`src/elinkPkg.sv`:
```
/*
   elink receive package
   slot addresses of the incoming byte stream, field widths
   and the CRC-8 polynomial shared by the receive blocks
*/
`default_nettype none

package elinkPkg;

   // byte stream geometry
   localparam int BYTE_W    = 8;
   localparam int ADDR_W    = 5;
   localparam int FRAME_W   = 76;   // 12-bit id field plus eight data bytes
   localparam int ERR_CNT_W = 8;    // saturating bad frame counter

   // CRC-8, x^8 + x^2 + x + 1, MSB first
   localparam logic [BYTE_W-1:0] CRC_POLY = 8'h07;

   // slot addresses carried with each byte strobe
   typedef enum logic [ADDR_W-1:0] {
      SLOT_B0  = 5'd2,    // first identifier digits, restarts the CRC
      SLOT_B1  = 5'd3,
      SLOT_B2  = 5'd4,
      SLOT_B3  = 5'd5,
      SLOT_B4  = 5'd6,
      SLOT_B5  = 5'd7,
      SLOT_B6  = 5'd8,
      SLOT_B7  = 5'd9,
      SLOT_B8  = 5'd10,
      SLOT_B9  = 5'd11,   // last payload byte, low nibble not used
      SLOT_CHK = 5'd12    // CRC check byte, closes the message
   } slotAddr_e;

   // all other slot values are unused and ignored by the receiver

endpackage

`default_nettype wire
```
`src/elinkFrameRx.sv`:
```
/*
   elinkFrameRx
   receive side of the CAN message e-link. The byte stream feeds
   the slot store, the CRC accumulator and the frame checker in
   parallel; the checker drives every output
*/
`timescale 1ns/10ps
`default_nettype none

module elinkFrameRx
   import elinkPkg::*;
(
   input  logic                 clk,
   input  logic                 rst,          // active low
   input  logic [BYTE_W-1:0]    byteIn,
   input  logic                 byteEn,
   input  logic [ADDR_W-1:0]    addr,
   output logic [FRAME_W-1:0]   frameOut,
   output logic                 frameValid,
   output logic                 frameError,
   output logic [ERR_CNT_W-1:0] errorCount
);

   logic [FRAME_W-1:0] bufFrame;
   logic [BYTE_W-1:0]  crcValue;

   frameBuffer uBuf (
      .clk      (clk),
      .rst      (rst),
      .byteIn   (byteIn),
      .byteEn   (byteEn),
      .addr     (addr),
      .bufFrame (bufFrame)
   );

   crcAccum uCrc (
      .clk      (clk),
      .rst      (rst),
      .byteIn   (byteIn),
      .byteEn   (byteEn),
      .addr     (addr),
      .crcValue (crcValue)
   );

   frameCheck uCheck (
      .clk        (clk),
      .rst        (rst),
      .byteIn     (byteIn),
      .byteEn     (byteEn),
      .addr       (addr),
      .bufFrame   (bufFrame),
      .crcValue   (crcValue),
      .frameOut   (frameOut),
      .frameValid (frameValid),
      .frameError (frameError),
      .errorCount (errorCount)
   );

endmodule

`default_nettype wire

```
`src/frameCheck.sv`:
```
/*
   frameCheck
   compares the check byte with the running CRC. A match latches
   the buffered message and pulses frameValid, a mismatch pulses
   frameError and bumps a saturating error counter
*/
`timescale 1ns/10ps
`default_nettype none

module frameCheck
   import elinkPkg::*;
(
   input  logic                 clk,
   input  logic                 rst,          // active low
   input  logic [BYTE_W-1:0]    byteIn,
   input  logic                 byteEn,
   input  logic [ADDR_W-1:0]    addr,
   input  logic [FRAME_W-1:0]   bufFrame,     // live packing from the store
   input  logic [BYTE_W-1:0]    crcValue,     // CRC over the bytes so far
   output logic [FRAME_W-1:0]   frameOut,
   output logic                 frameValid,
   output logic                 frameError,
   output logic [ERR_CNT_W-1:0] errorCount
);

   logic chkStrobe;   // check byte present this cycle
   logic crcMatch;
   logic errSat;      // counter pinned at all ones

   assign chkStrobe = byteEn && (slotAddr_e'(addr) == SLOT_CHK);
   assign crcMatch  = (byteIn == crcValue);
   assign errSat    = &errorCount;

   // result pulses, one cycle after the check strobe
   always_ff @(posedge clk)
   begin
      if (!rst)
      begin
         frameValid <= 1'b0;
         frameError <= 1'b0;
      end
      else
      begin
         frameValid <= chkStrobe && crcMatch;
         frameError <= chkStrobe && !crcMatch;
      end
   end

   // good message held until the next good one
   always_ff @(posedge clk)
   begin
      if (!rst)
         frameOut <= '0;
      else if (chkStrobe && crcMatch)
         frameOut <= bufFrame;
   end

   always_ff @(posedge clk)
   begin
      if (!rst)
      begin
         errorCount <= '0;
      end
      else if (chkStrobe && !crcMatch && !errSat)
      begin
         errorCount <= errorCount + 1'b1;   // stops at 255
      end
   end

endmodule

`default_nettype wire

```
`src/crcAccum.sv`:
```
/*
   crcAccum
   running CRC-8 over the payload bytes in arrival order.
   A strobe at the first payload slot seeds the step from zero,
   so every new message starts a fresh checksum
*/
`timescale 1ns/10ps
`default_nettype none

module crcAccum
   import elinkPkg::*;
(
   input  logic              clk,
   input  logic              rst,        // active low
   input  logic [BYTE_W-1:0] byteIn,
   input  logic              byteEn,
   input  logic [ADDR_W-1:0] addr,
   output logic [BYTE_W-1:0] crcValue
);

   logic              isPayload;   // addr is one of the ten data slots
   logic [BYTE_W-1:0] crcSeed;
   logic [BYTE_W-1:0] crcNext;

   // one byte through the CRC shift register, MSB first
   function automatic logic [BYTE_W-1:0] crcStep(input logic [BYTE_W-1:0] crcIn,
                                                 input logic [BYTE_W-1:0] data);
      logic [BYTE_W-1:0] crc;
      int                bitIdx;
      crc = crcIn ^ data;
      for (bitIdx = 0; bitIdx < BYTE_W; bitIdx++)
      begin
         if (crc[BYTE_W-1])
            crc = (crc << 1) ^ CRC_POLY;
         else
            crc = crc << 1;
      end
      return crc;
   endfunction

   always_comb
   begin
      case (slotAddr_e'(addr))
         SLOT_B0, SLOT_B1, SLOT_B2, SLOT_B3, SLOT_B4,
         SLOT_B5, SLOT_B6, SLOT_B7, SLOT_B8, SLOT_B9:
            isPayload = 1'b1;
         default:
            isPayload = 1'b0;
      endcase
   end

   // first slot restarts, even after an abandoned message
   assign crcSeed = (slotAddr_e'(addr) == SLOT_B0) ? '0 : crcValue;
   assign crcNext = crcStep(crcSeed, byteIn);

   always_ff @(posedge clk)
   begin
      if (!rst)
         crcValue <= '0;
      else if (byteEn && isPayload)
         crcValue <= crcNext;   // check byte and unused slots hold
   end

endmodule

`default_nettype wire

```
`src/frameBuffer.sv`:
```
/*
   frameBuffer
   addressed byte store of the e-link receive path. Ten payload
   slots are written by the byte strobe and packed live into a
   CAN message: a 12-bit identifier field and eight data bytes
*/
`timescale 1ns/10ps
`default_nettype none

module frameBuffer
   import elinkPkg::*;
(
   input  logic               clk,
   input  logic               rst,        // active low
   input  logic [BYTE_W-1:0]  byteIn,
   input  logic               byteEn,     // one cycle per byte
   input  logic [ADDR_W-1:0]  addr,
   output logic [FRAME_W-1:0] bufFrame
);

   // id is 11 bits, kept as three hex digits in slotB0 and the top of slotB1
   logic [BYTE_W-1:0] slotB0;
   logic [BYTE_W-1:0] slotB1;
   logic [BYTE_W-1:0] slotB2;
   logic [BYTE_W-1:0] slotB3;
   logic [BYTE_W-1:0] slotB4;
   logic [BYTE_W-1:0] slotB5;
   logic [BYTE_W-1:0] slotB6;
   logic [BYTE_W-1:0] slotB7;
   logic [BYTE_W-1:0] slotB8;
   logic [BYTE_W-1:0] slotB9;

   always_ff @(posedge clk)
   begin
      if (!rst)
      begin
         slotB0 <= '0;
         slotB1 <= '0;
         slotB2 <= '0;
         slotB3 <= '0;
         slotB4 <= '0;
         slotB5 <= '0;
         slotB6 <= '0;
         slotB7 <= '0;
         slotB8 <= '0;
         slotB9 <= '0;
      end
      else if (byteEn)
      begin
         // one slot per strobe, same edge
         case (slotAddr_e'(addr))
            SLOT_B0:
               slotB0 <= byteIn;
            SLOT_B1:
               slotB1 <= byteIn;
            SLOT_B2:
               slotB2 <= byteIn;
            SLOT_B3:
               slotB3 <= byteIn;
            SLOT_B4:
               slotB4 <= byteIn;
            SLOT_B5:
               slotB5 <= byteIn;
            SLOT_B6:
               slotB6 <= byteIn;
            SLOT_B7:
               slotB7 <= byteIn;
            SLOT_B8:
               slotB8 <= byteIn;
            SLOT_B9:
               slotB9 <= byteIn;
            default:
            begin
               // check byte and unused slots leave the store alone
            end
         endcase
      end
   end

   // 9 full bytes, then only the upper nibble of the last one
   assign bufFrame = {slotB0,
                      slotB1,
                      slotB2,
                      slotB3,
                      slotB4,
                      slotB5,
                      slotB6,
                      slotB7,
                      slotB8,
                      slotB9[BYTE_W-1:BYTE_W/2]};

endmodule

`default_nettype wire

```
`config.mk`:
```
export PLATFORM = sky130hd
export DESIGN_NAME = elinkFrameRx
export DESIGN_NICKNAME = d
export VERILOG_FILES = /design/src/elinkPkg.sv /design/src/elinkFrameRx.sv /design/src/frameCheck.sv /design/src/crcAccum.sv /design/src/frameBuffer.sv
export SDC_FILE = /design/constraint.sdc
export NUM_CORES = 1
export LEC_CHECK = 0
export ABC_CLOCK_PERIOD_IN_PS = 2700
export BUFFER_PORTS_ARGS = -buffer_cell sky130_fd_sc_hd__clkbuf_2
export CAP_MARGIN = 10
export CORE_MARGIN = 2
export CORE_UTILIZATION = 55
export CTS_BUF_LIST = sky130_fd_sc_hd__clkbuf_16
export DETAILED_ROUTE_END_ITERATION = 7
export PLACE_DENSITY = 0.74
export SLEW_MARGIN = 10
export SYNTH_ARGS = -nofsm -noshare
export SYNTH_HDL_FRONTEND = slang
export SYNTH_HIERARCHICAL = 1
export SYNTH_SLANG_ARGS = --single-unit
export TNS_END_PERCENT = 10
```
`constraint.sdc`:
```
create_clock -name clk -period 2.7 [get_ports clk]
set_clock_uncertainty 0.2 [all_clocks]
set_input_delay 0 -clock clk [delete_from_list [all_inputs] [get_ports clk]]
set_output_delay 0 -clock clk [all_outputs]
set_load 0.02 [all_outputs]
```
==> metrics list, run 1 <==
- Proportion of synthesized chip area in sequential cells: 46.95%
- Compound-gate portion of the synthesized area: 3.729%
- Counting every net in the synthesized netlist gives 776.
- The portion of synthesized area spent on multiplexers is ~22%.
- Worst hold path class: primary input to register
- Detailed placement finished with a half-perimeter wire length of 10.46 mm.
- Summed over all layers, the global routing overflow is 0.
- Of all nets on the critical path, the largest fanout is 9.
- Unique masters post-synth: 53
- Top-area cell type share of the netlist area: 46.95%
- Based on the critical path, the design can be clocked at up to 0.4054 GHz.
* Max Transition Viols Final: 0
- For the worst setup path, the data required time is 2.85 ns.
- Seq cells post-synth: 170
* Ordered list of cells on the worst path: dlygate4sd3_1, clkbuf_2, nor4bb_1, nand2_1, a2111oi_0, mux2i_1
- Die footprint: between 0.01 and 0.015 mm²
- Share of the core filled with cells: 66.85%
* Residual antenna-violating net count after detailed routing: 0
- Input/output buffers: 101
- GR peak layer: met2
- The worst hold path terminates at uCheck/frameError$_SDFF_PN0_.
- Dominant combinational cell family by area after synthesis: multiplexers
- Vias after detailed routing: between 5000 and 6000
- Simple-gate area share of the yosys netlist: between 15 and 20%
- The synthesized netlist devotes 5.179% of its cell area to XOR and XNOR gates.
* Class of the most critical setup path: primary input to register
* Crit path launch type: primary input
- Outcome: complete, no violations
- Kind of capture point of the worst setup path: register
- In the final routed layout, each cell accounts on average for approximately 15 µm.
* Area of the mapped netlist: 0.007248 mm²
- Placer Congestion: about 0.9
- The cell sitting at the root of the clock tree is a clkbuf_16.
- Leaving out filler cells and counting taps, the final layout contains 1040.
* Area used by multi-input combinational logic: around 0.0036 mm²
- Worst r2r dst: uCrc/crcValue[2]$_SDFFE_PN0P_
- The floorplan step set the die width to between 100 and 150 µm.
- Met3 track demand over resource in global routing: 5.598%
- Wire length after detailed routing: 15.98 mm
* Clock insertion delay at the later pin of the skew report: 0.43 ns
- Clock-pin slew was measured on the worst setup and hold paths at 0.06 ns.
- The clock period could shrink to around 2.5 ns.
* Antenna violations before repair: 0
- The clock drives 170 sinks.
* Final hold violations: 0
- Io pins: slightly above 100
* Fraction of synthesis flops using an asynchronous set or reset pin: 0%
- IR Drop Worst-Case VDD: 0.0004660 V
- Via count of the first global-routing pass: 5306
* Initial DRC count: a little over 300
* Area growth from synthesis to final layout: 17.33%
* Post-Route Hold Slack: 0.03996 ns
- Count of instances resized after the clock tree is built: 0
- Post-Syn Instances: between 700 and 800
* Overall power of the completed layout: roughly 5.4 mW
* Met2 Track Usage GR: 37.90%
- The post-route netlist has 17.74% of its cells at a drive strength greater than 1.
- # setup viols final: 0
- PwrDens: 629.6 mW/mm²
* Pre-antenna DRT Iters: 5
- Final net count: 872
- The worst hold path was traced through 4 stages.
* Dominant synthesized flop cell: dfxtp_1
- First-pass GRT wire length: 25.94 mm
* Post-route DRC violation count: 0
* Pin slew with the least headroom to its limit: ~0.87 ns
* Setup_tns: 0 ns
- Of the total synthesized cell area, the portion taken by full adders, half adders and majority gates is 0.1726%.
- Post-CTS timing repair inserted 0 buffers for setup.
- For met1 alone, demand over resource in global routing was between 20% and 30%.
- The clock passes through at most 2 buffers.
- The H-tree was split into 4 levels.
- Worst setup path start: addr[1]
- In this run the vertical extent of the chip is between 100 and 150 µm.
* Most frequent cells in the layout: 258 x nand2_1, 170 x dfxtp_1, 160 x mux2i_1
- Summing all placed instances gives a cell area of 0.007814 mm².
* Slew HR: 41.68%
- Timing analysis after detailed placement gives a worst setup slack of 0.4620 ns.
- Data on the critical path arrives at its endpoint at 2.62 ns.
- Path depth of the worst reg2reg path: 6
* Leading cell type in the layout, fill and taps excluded: nand2_1
- With fillers left out, the area of the finished cells amounts to 0.008504 mm².
* Mean instance size in the synthesized netlist: 9.550 µm²
- Flop2flop setup slack: 0.41 ns
* Area contributors post-synth: dfxtp_1 47%, mux2i_1 22%, nand2_1 13%, xor2_1 2.1%, xnor2_1 1.8%
- Post-synthesis cell type with the largest combined area: dfxtp_1
- CTS tree: built
- Slowest library cell on the worst path: nor4bb_1
* Max_cap viols: 0
- Fill cells: 1050
- Once the floorplan was initialized, standard cells occupied between 50% and 60% of the core.
* Cells after DPL: 997
- Beginning of the worst hold path: byteEn
* Count of inserted antenna diode cells: 0
- Counting flops with a built-in enable in the synthesized netlist gives 0.
- The core region is 0.01272 mm².
- Static power due to leakage: approximately 4.1 nW
* Startpoint of the most critical register-to-register path: uCrc/crcValue[6]$_SDFFE_PN0P_
- Combined global-route utilization of all metal layers: 23.04%
* Share of the cycle needed by the critical path after routing: between 90% and 100%
- Flip-flop and latch area: 0.003403 mm²
- During synthesis, Yosys emitted a total of 6 warnings.
- Entering global routing, the biggest net connects ~120 pins.
- Setup repair after global routing left no endpoint under its margin.
* Worst path max stage delay: approximately 0.72 ns
- In the routed layout, each cell is associated on average with a via count of 5.263.
* Worst Slack Setup Final: 0.2333 ns
- In this run the core area contains between 40 and 50 standard-cell rows.
* Num CTS Buffers: 17
## critical path: cells and delay by family
family | cells | cell delay [ns]
simple gates | 2 | 1.06
buf+inv | 2 | 0.72
compound gates | 1 | 0.59
mux | 1 | 0.25
## metal layers
| layer | routed length [µm] | up-vias |
|---|---|---|
| li1 | - | 2740 |
| met1 | 7197 | 2573 |
| met2 | 7696 | 134 |
| met3 | 770 | 27 |
| met4 | 312 | 0 |
| met5 | 0 | - |
## cells in the mapped netlist, types with 2 or more instances
cell type	count
and4bb_4	2
nor2b_1	2
nand2_2	7
xor3_1	4
o21a_1	3
nand3_1	4
buf_6	5
xor2_1	17
nand2b_1	5
clkbuf_1	26
nand4_1	2
a2111oi_0	5
xnor2_1	15
nor4_2	2
a31oi_1	3
o21ai_1	2
inv_1	5
dfxtp_1	170
nand2_1	258
a21oi_1	3
buf_1	5
o21ai_0	7
buf_4	2
and3_1	3
mux2i_1	160
o211a_1	4
nor2_1	8
and3_4	2
buf_2	2
o22ai_1	2
a211oi_1	2
## timing repair
action | 4_1_cts | 5_1_grt
hold buffers | 11 | 0
endpoints found under the hold margin | 63 | 0
endpoints found under the setup margin | 0 | 0
## sequential cells by signal, summed over array words and instances, names as in the netlist
signal             flops
uBuf/slotB0            8
uBuf/slotB1            8
uBuf/slotB2            8
uBuf/slotB3            8
uBuf/slotB4            8
uBuf/slotB5            8
uBuf/slotB6            8
uBuf/slotB7            8
uBuf/slotB8            8
uBuf/slotB9            4
uCheck/errorCount      8
uCheck/frameError      1
uCheck/frameOut       76
uCheck/frameValid      1
uCrc/crcValue          8
## worst max path at each step
stage	to	slack, ns	depth (start not counted)
2_1_floorplan	uCheck/frameOut[50]$_SDFFE_PN0P_	0.48	6
3_3_place_gp	uCheck/errorCount[7]$_SDFFE_PN0P_	0.53	5
3_5_place_dp	uCheck/errorCount[7]$_SDFFE_PN0P_	0.46	5
4_1_cts	uCrc/crcValue[2]$_SDFFE_PN0P_	0.29	8
5_1_grt	uCrc/crcValue[2]$_SDFFE_PN0P_	0.16	8
6_report	uCheck/errorCount[5]$_SDFFE_PN0P_	0.23	6
## power by group
group	leakage (nW)	switching, mW	internal, mW
Combinational	2.46	0.226	0.155
Sequential	1.37	0.0255	2.53
Clock	0.292	0.983	1.44
Total	4.12	1.24	4.12
## kinds of logic (layout without fill, tap and decap cells)
kind of cell             count (synthesis)  in the layout
XOR/XNOR                                36             36
AO/OA/AOI/OAI                           37             37
multiplexers                           161            161
adder cells (fa/ha/maj)                  1              1
AND/OR/NAND/NOR                        307            307
buffers and inverters                   47            156
flip-flops                             170            170
## cell type report
| class | count | share of cell area, % |
|---|---|---|
| multi-input cells | 542 | 42.33 |
| well taps | 172 | 2.531 |
| repair buffers | 119 | 8.077 |
| clock inverters | 15 | 1.824 |
| clock buffers | 17 | 5.002 |
| flip-flops and latches | 170 | 40.02 |
| inverters | 5 | 0.2207 |
Power figures use the tool's default switching activity.
==> run 2: changes to the inputs <==
Settings changed: CORE_MARGIN 2 to not set, TNS_END_PERCENT 10 to not set.
==> metrics list, run 2 (synthesis gave the netlist of run 1 again) <==
- Outcome: complete, no violations (unchanged).
* Io pins: 102 (unchanged)
- The number of cells traversed by the worst register-to-register path came to 5 (was 6).
* Worst hold path class: primary input to register (unchanged)
- The startpoint of the lowest-slack register-to-register path was uCrc/crcValue[6]$_SDFFE_PN0P_ (unchanged).
* Flip-flop and latch area: 0.003403 mm² (unchanged)
- Static power due to leakage: 4.126 nW (was 4.123 nW)
- The register name with the most flops is uCheck/frameOut (unchanged).
- The CTS tree was built (unchanged).
- The floorplan die area came to 0.01364 mm² (was 0.01411 mm²).
* Leading cell type in the layout, fill and taps excluded: nand2_1 (unchanged)
* Max FFs per register: 76 (unchanged)
- The total global routing track utilization is 24.94% (was 23.04%).
- The later-pin clock latency in the skew report is 0.43 ns (about the same).
- The number of antenna violations at the first check in global routing came to 0 (unchanged).
- Slew HR: 41.66% (was 41.68%)
- Pin slew with the least headroom to its limit: 0.8751 ns (was 0.8748 ns)
- Most numerous cell on the critical path: dlygate4sd3_1
- The total detailed-routing wirelength was 16.20 mm (was 15.98 mm).
- The share of final-layout standard cells stronger than drive strength 1 was 18.16% (was 17.74%).
- Initial core utilization: 56.97% (unchanged)
- The number of fill cells in the layout was 1055 (was 1050).
- Worst r2r dst: uCheck/frameOut[51]$_SDFFE_PN0P_ (was uCrc/crcValue[2]$_SDFFE_PN0P_)
- Num CTS Buffers: 17 (unchanged)
- CORE AREA: 0.01272 mm² (unchanged)
* Post-route minimum period: 2.574 ns (was 2.467 ns)
- The final sum of negative setup slack is 0 ns (unchanged).
- The first-pass GRT wire length is 25.70 mm (was 25.94 mm).
- The buffers plus inverters on the worst setup path is 3 (was 2).
- Initial DRC count: 255 (was 307)
- The clock net sink count is 170 (unchanged).
- The worst hold path depth is 5 (was 4).
- Count of inserted antenna diode cells: 0 (unchanged)
- The type of the worst setup path is primary input to register (unchanged).
- The count of final max-slew check failures is 0 (unchanged).
* Post-route DRC violation count: 0 (unchanged)
- The final hold violation count came to 0 (unchanged).
- The clock root buffer was clkbuf_16 (unchanged).
- Worst Slack Setup Final: 0.1264 ns (was 0.2333 ns)
- Most frequent cells in the layout: 258 x nand2_1, 170 x dfxtp_1, 160 x mux2i_1 (unchanged)
* Beginning of the worst hold path: addr[4] (was byteEn)
- The number of optimization iterations in the first detailed-route pass is 7 (was 5).
* Routed vias/inst: 5.271 (was 5.263)
* Cell family contributing the most delay on the critical path: buffers and inverters (was simple AND/OR/NAND/NOR gates)
* Slowest library cell on the worst path: dlygate4sd3_1 (was nor4bb_1)
- Maximum number of pins on one net before global-route repair: 101 (was 116)
- Ordered list of cells on the worst path: dlygate4sd3_1, clkbuf_2, nor4bb_2, dlygate4sd3_1, nand2_1, a2111oi_0, mux2i_1 (was dlygate4sd3_1, clkbuf_2, nor4bb_1, nand2_1, a2111oi_0, mux2i_1)
* Residual antenna-violating net count after detailed routing: 0 (unchanged)
* Worst hold path endpoint: uCheck/errorCount[3]$_SDFFE_PN0P_ (was uCheck/frameError$_SDFF_PN0_)
- The number of buffer cells added on primary ports was 101 (unchanged).
* Final net count: 874 (was 872)
* Area growth from synthesis to final layout: 18.00% (was 17.33%)
- The post-CTS clock slew at the launch and capture registers of the worst setup and hold paths was 0.07 ns (was 0.06 ns).
- Share of the cycle needed by the critical path after routing: 95.32% (was 91.36%)
* Floorplan row count: 41 (unchanged)
* Placer Congestion: 0.8406 (was 0.8771)
* Req. time, crit path: 2.85 ns (about the same)
- Worst slack, placed: 0.4719 ns (was 0.4620 ns)
* Flop2flop setup slack: 0.42 ns (was 0.41 ns)
- The die span in y was 116.8 µm (was 118.8 µm).
- The startpoint class of the critical path is a primary input (unchanged).
* PwrDens: 631.9 mW/mm² (was 629.6 mW/mm²)
- The total number of vias was 5492 (was 5474).
* Via count of the first global-routing pass: 5309 (was 5306)
- The average detailed-routed wire length per instance was 15.55 µm (was 15.36 µm).
* Worst path max stage delay: 0.66 ns (was 0.72 ns)
* Share of the core filled with cells: 67.23% (was 66.85%)
- Kind of capture point of the worst setup path: register (unchanged)
* Area used by multi-input combinational logic: 0.003608 mm² (was 0.003600 mm²)
- Deepest level of the CTS H-tree: 4 (unchanged)
- # setup viols final: 0 (unchanged)
* Die outline width: 116.8 µm (was 118.8 µm)
- The worst path arrival time is 2.72 ns (was 2.62 ns).
- The maximum clock path buffer count came to 2 (unchanged).
- The highest clock rate was 0.3886 GHz (was 0.4054 GHz).
* Sum of net half-perimeters after detailed placement: 10.41 mm (was 10.46 mm)
* Crit-path max FO: 9 (unchanged)
- IR Drop Worst-Case VDD: 0.0004114 V (was 0.0004660 V)
- Max_cap viols: 0 (unchanged)
* Grt total ovfl: 0 (unchanged)
-- run 2: cell count changes in the layout (fill, tap and decap cells not counted), sizes merged --
| cell | before | now |
|---|---|---|
| clkinv | 9 | 6 |
| inv | 8 | 7 |
| dlygate4sd3 | 11 | 13 |
| clkinvlp | 0 | 4 |
-- run 2: power by group --
| part | switching [mW] | internal, mW |
|---|---|---|
| combinational | 0.222 | 0.157 |
| sequential | 0.0258 | 2.53 |
| clock | 1.02 | 1.45 |
| total | 1.27 | 4.14 |
-- run 2: per-stage QoR --
step                cells  power, mW  instance area (µm²)  hold slack (ns)
detailed placement    997      2.964                 7814           0.2178
floorplan             759      2.873                 7248         -0.04428
global placement      997      2.957                 7814           0.2149
CTS                  1042      5.443                 8544         0.009884
global route         1042      5.583                 8553          0.07312
finish               1042      5.405                 8553          0.03572
-- run 2: repair_timing --
item | CTS | global route
resized for setup | 0 | 3
endpoints found under the setup margin | 0 | 6
hold buffers | 13 | 0
setup buffers | 0 | 0
hold endpoints to repair | 70 | 0
-- run 2: routing by layer --
| layer | track usage, % | up-vias | wire length (µm) |
|---|---|---|---|
| li1 | - | 2742 | - |
| met1 | 30.31 | 2587 | 7187 |
| met2 | 42.52 | 143 | 7988 |
| met3 | 5.407 | 20 | 747 |
| met4 | 11.14 | 0 | 280 |
| met5 | 0 | - | 0 |
-- run 2: worst max path at each step --
stage / start / endpoint / cells past startpoint
global route: addr[1] / uCheck/errorCount[7]$_SDFFE_PN0P_ / 7
detailed placement: uCrc/crcValue[6]$_SDFFE_PN0P_ / uCheck/frameOut[51]$_SDFFE_PN0P_ / 5
floorplan: uCrc/crcValue[7]$_SDFFE_PN0P_ / uCheck/frameOut[50]$_SDFFE_PN0P_ / 6
CTS: addr[1] / uCheck/errorCount[6]$_SDFFE_PN0P_ / 7
global placement: addr[1] / uCheck/errorCount[7]$_SDFFE_PN0P_ / 5
finish: addr[1] / uCheck/errorCount[2]$_SDFFE_PN0P_ / 7
-- run 2: worst register-to-register path: cells and delay by family (launching register included) --
kind / cells / cell delay [ns]
buffers and inverters: 1 / 0.67
XOR/XNOR: 1 / 0.23
multiplexers: 1 / 0.37
flip-flops: 1 / 0.51
AND/OR/NAND/NOR: 2 / 0.22
-- run 2: layout make-up --
cell class	instances	area share [%]
inverters	5	0.2194
clock inverters	15	2.048
well taps	172	2.516
clock buffers	17	4.974
repair buffers	121	8.265
multi-input cells	542	42.19
flip-flops and latches	170	39.79
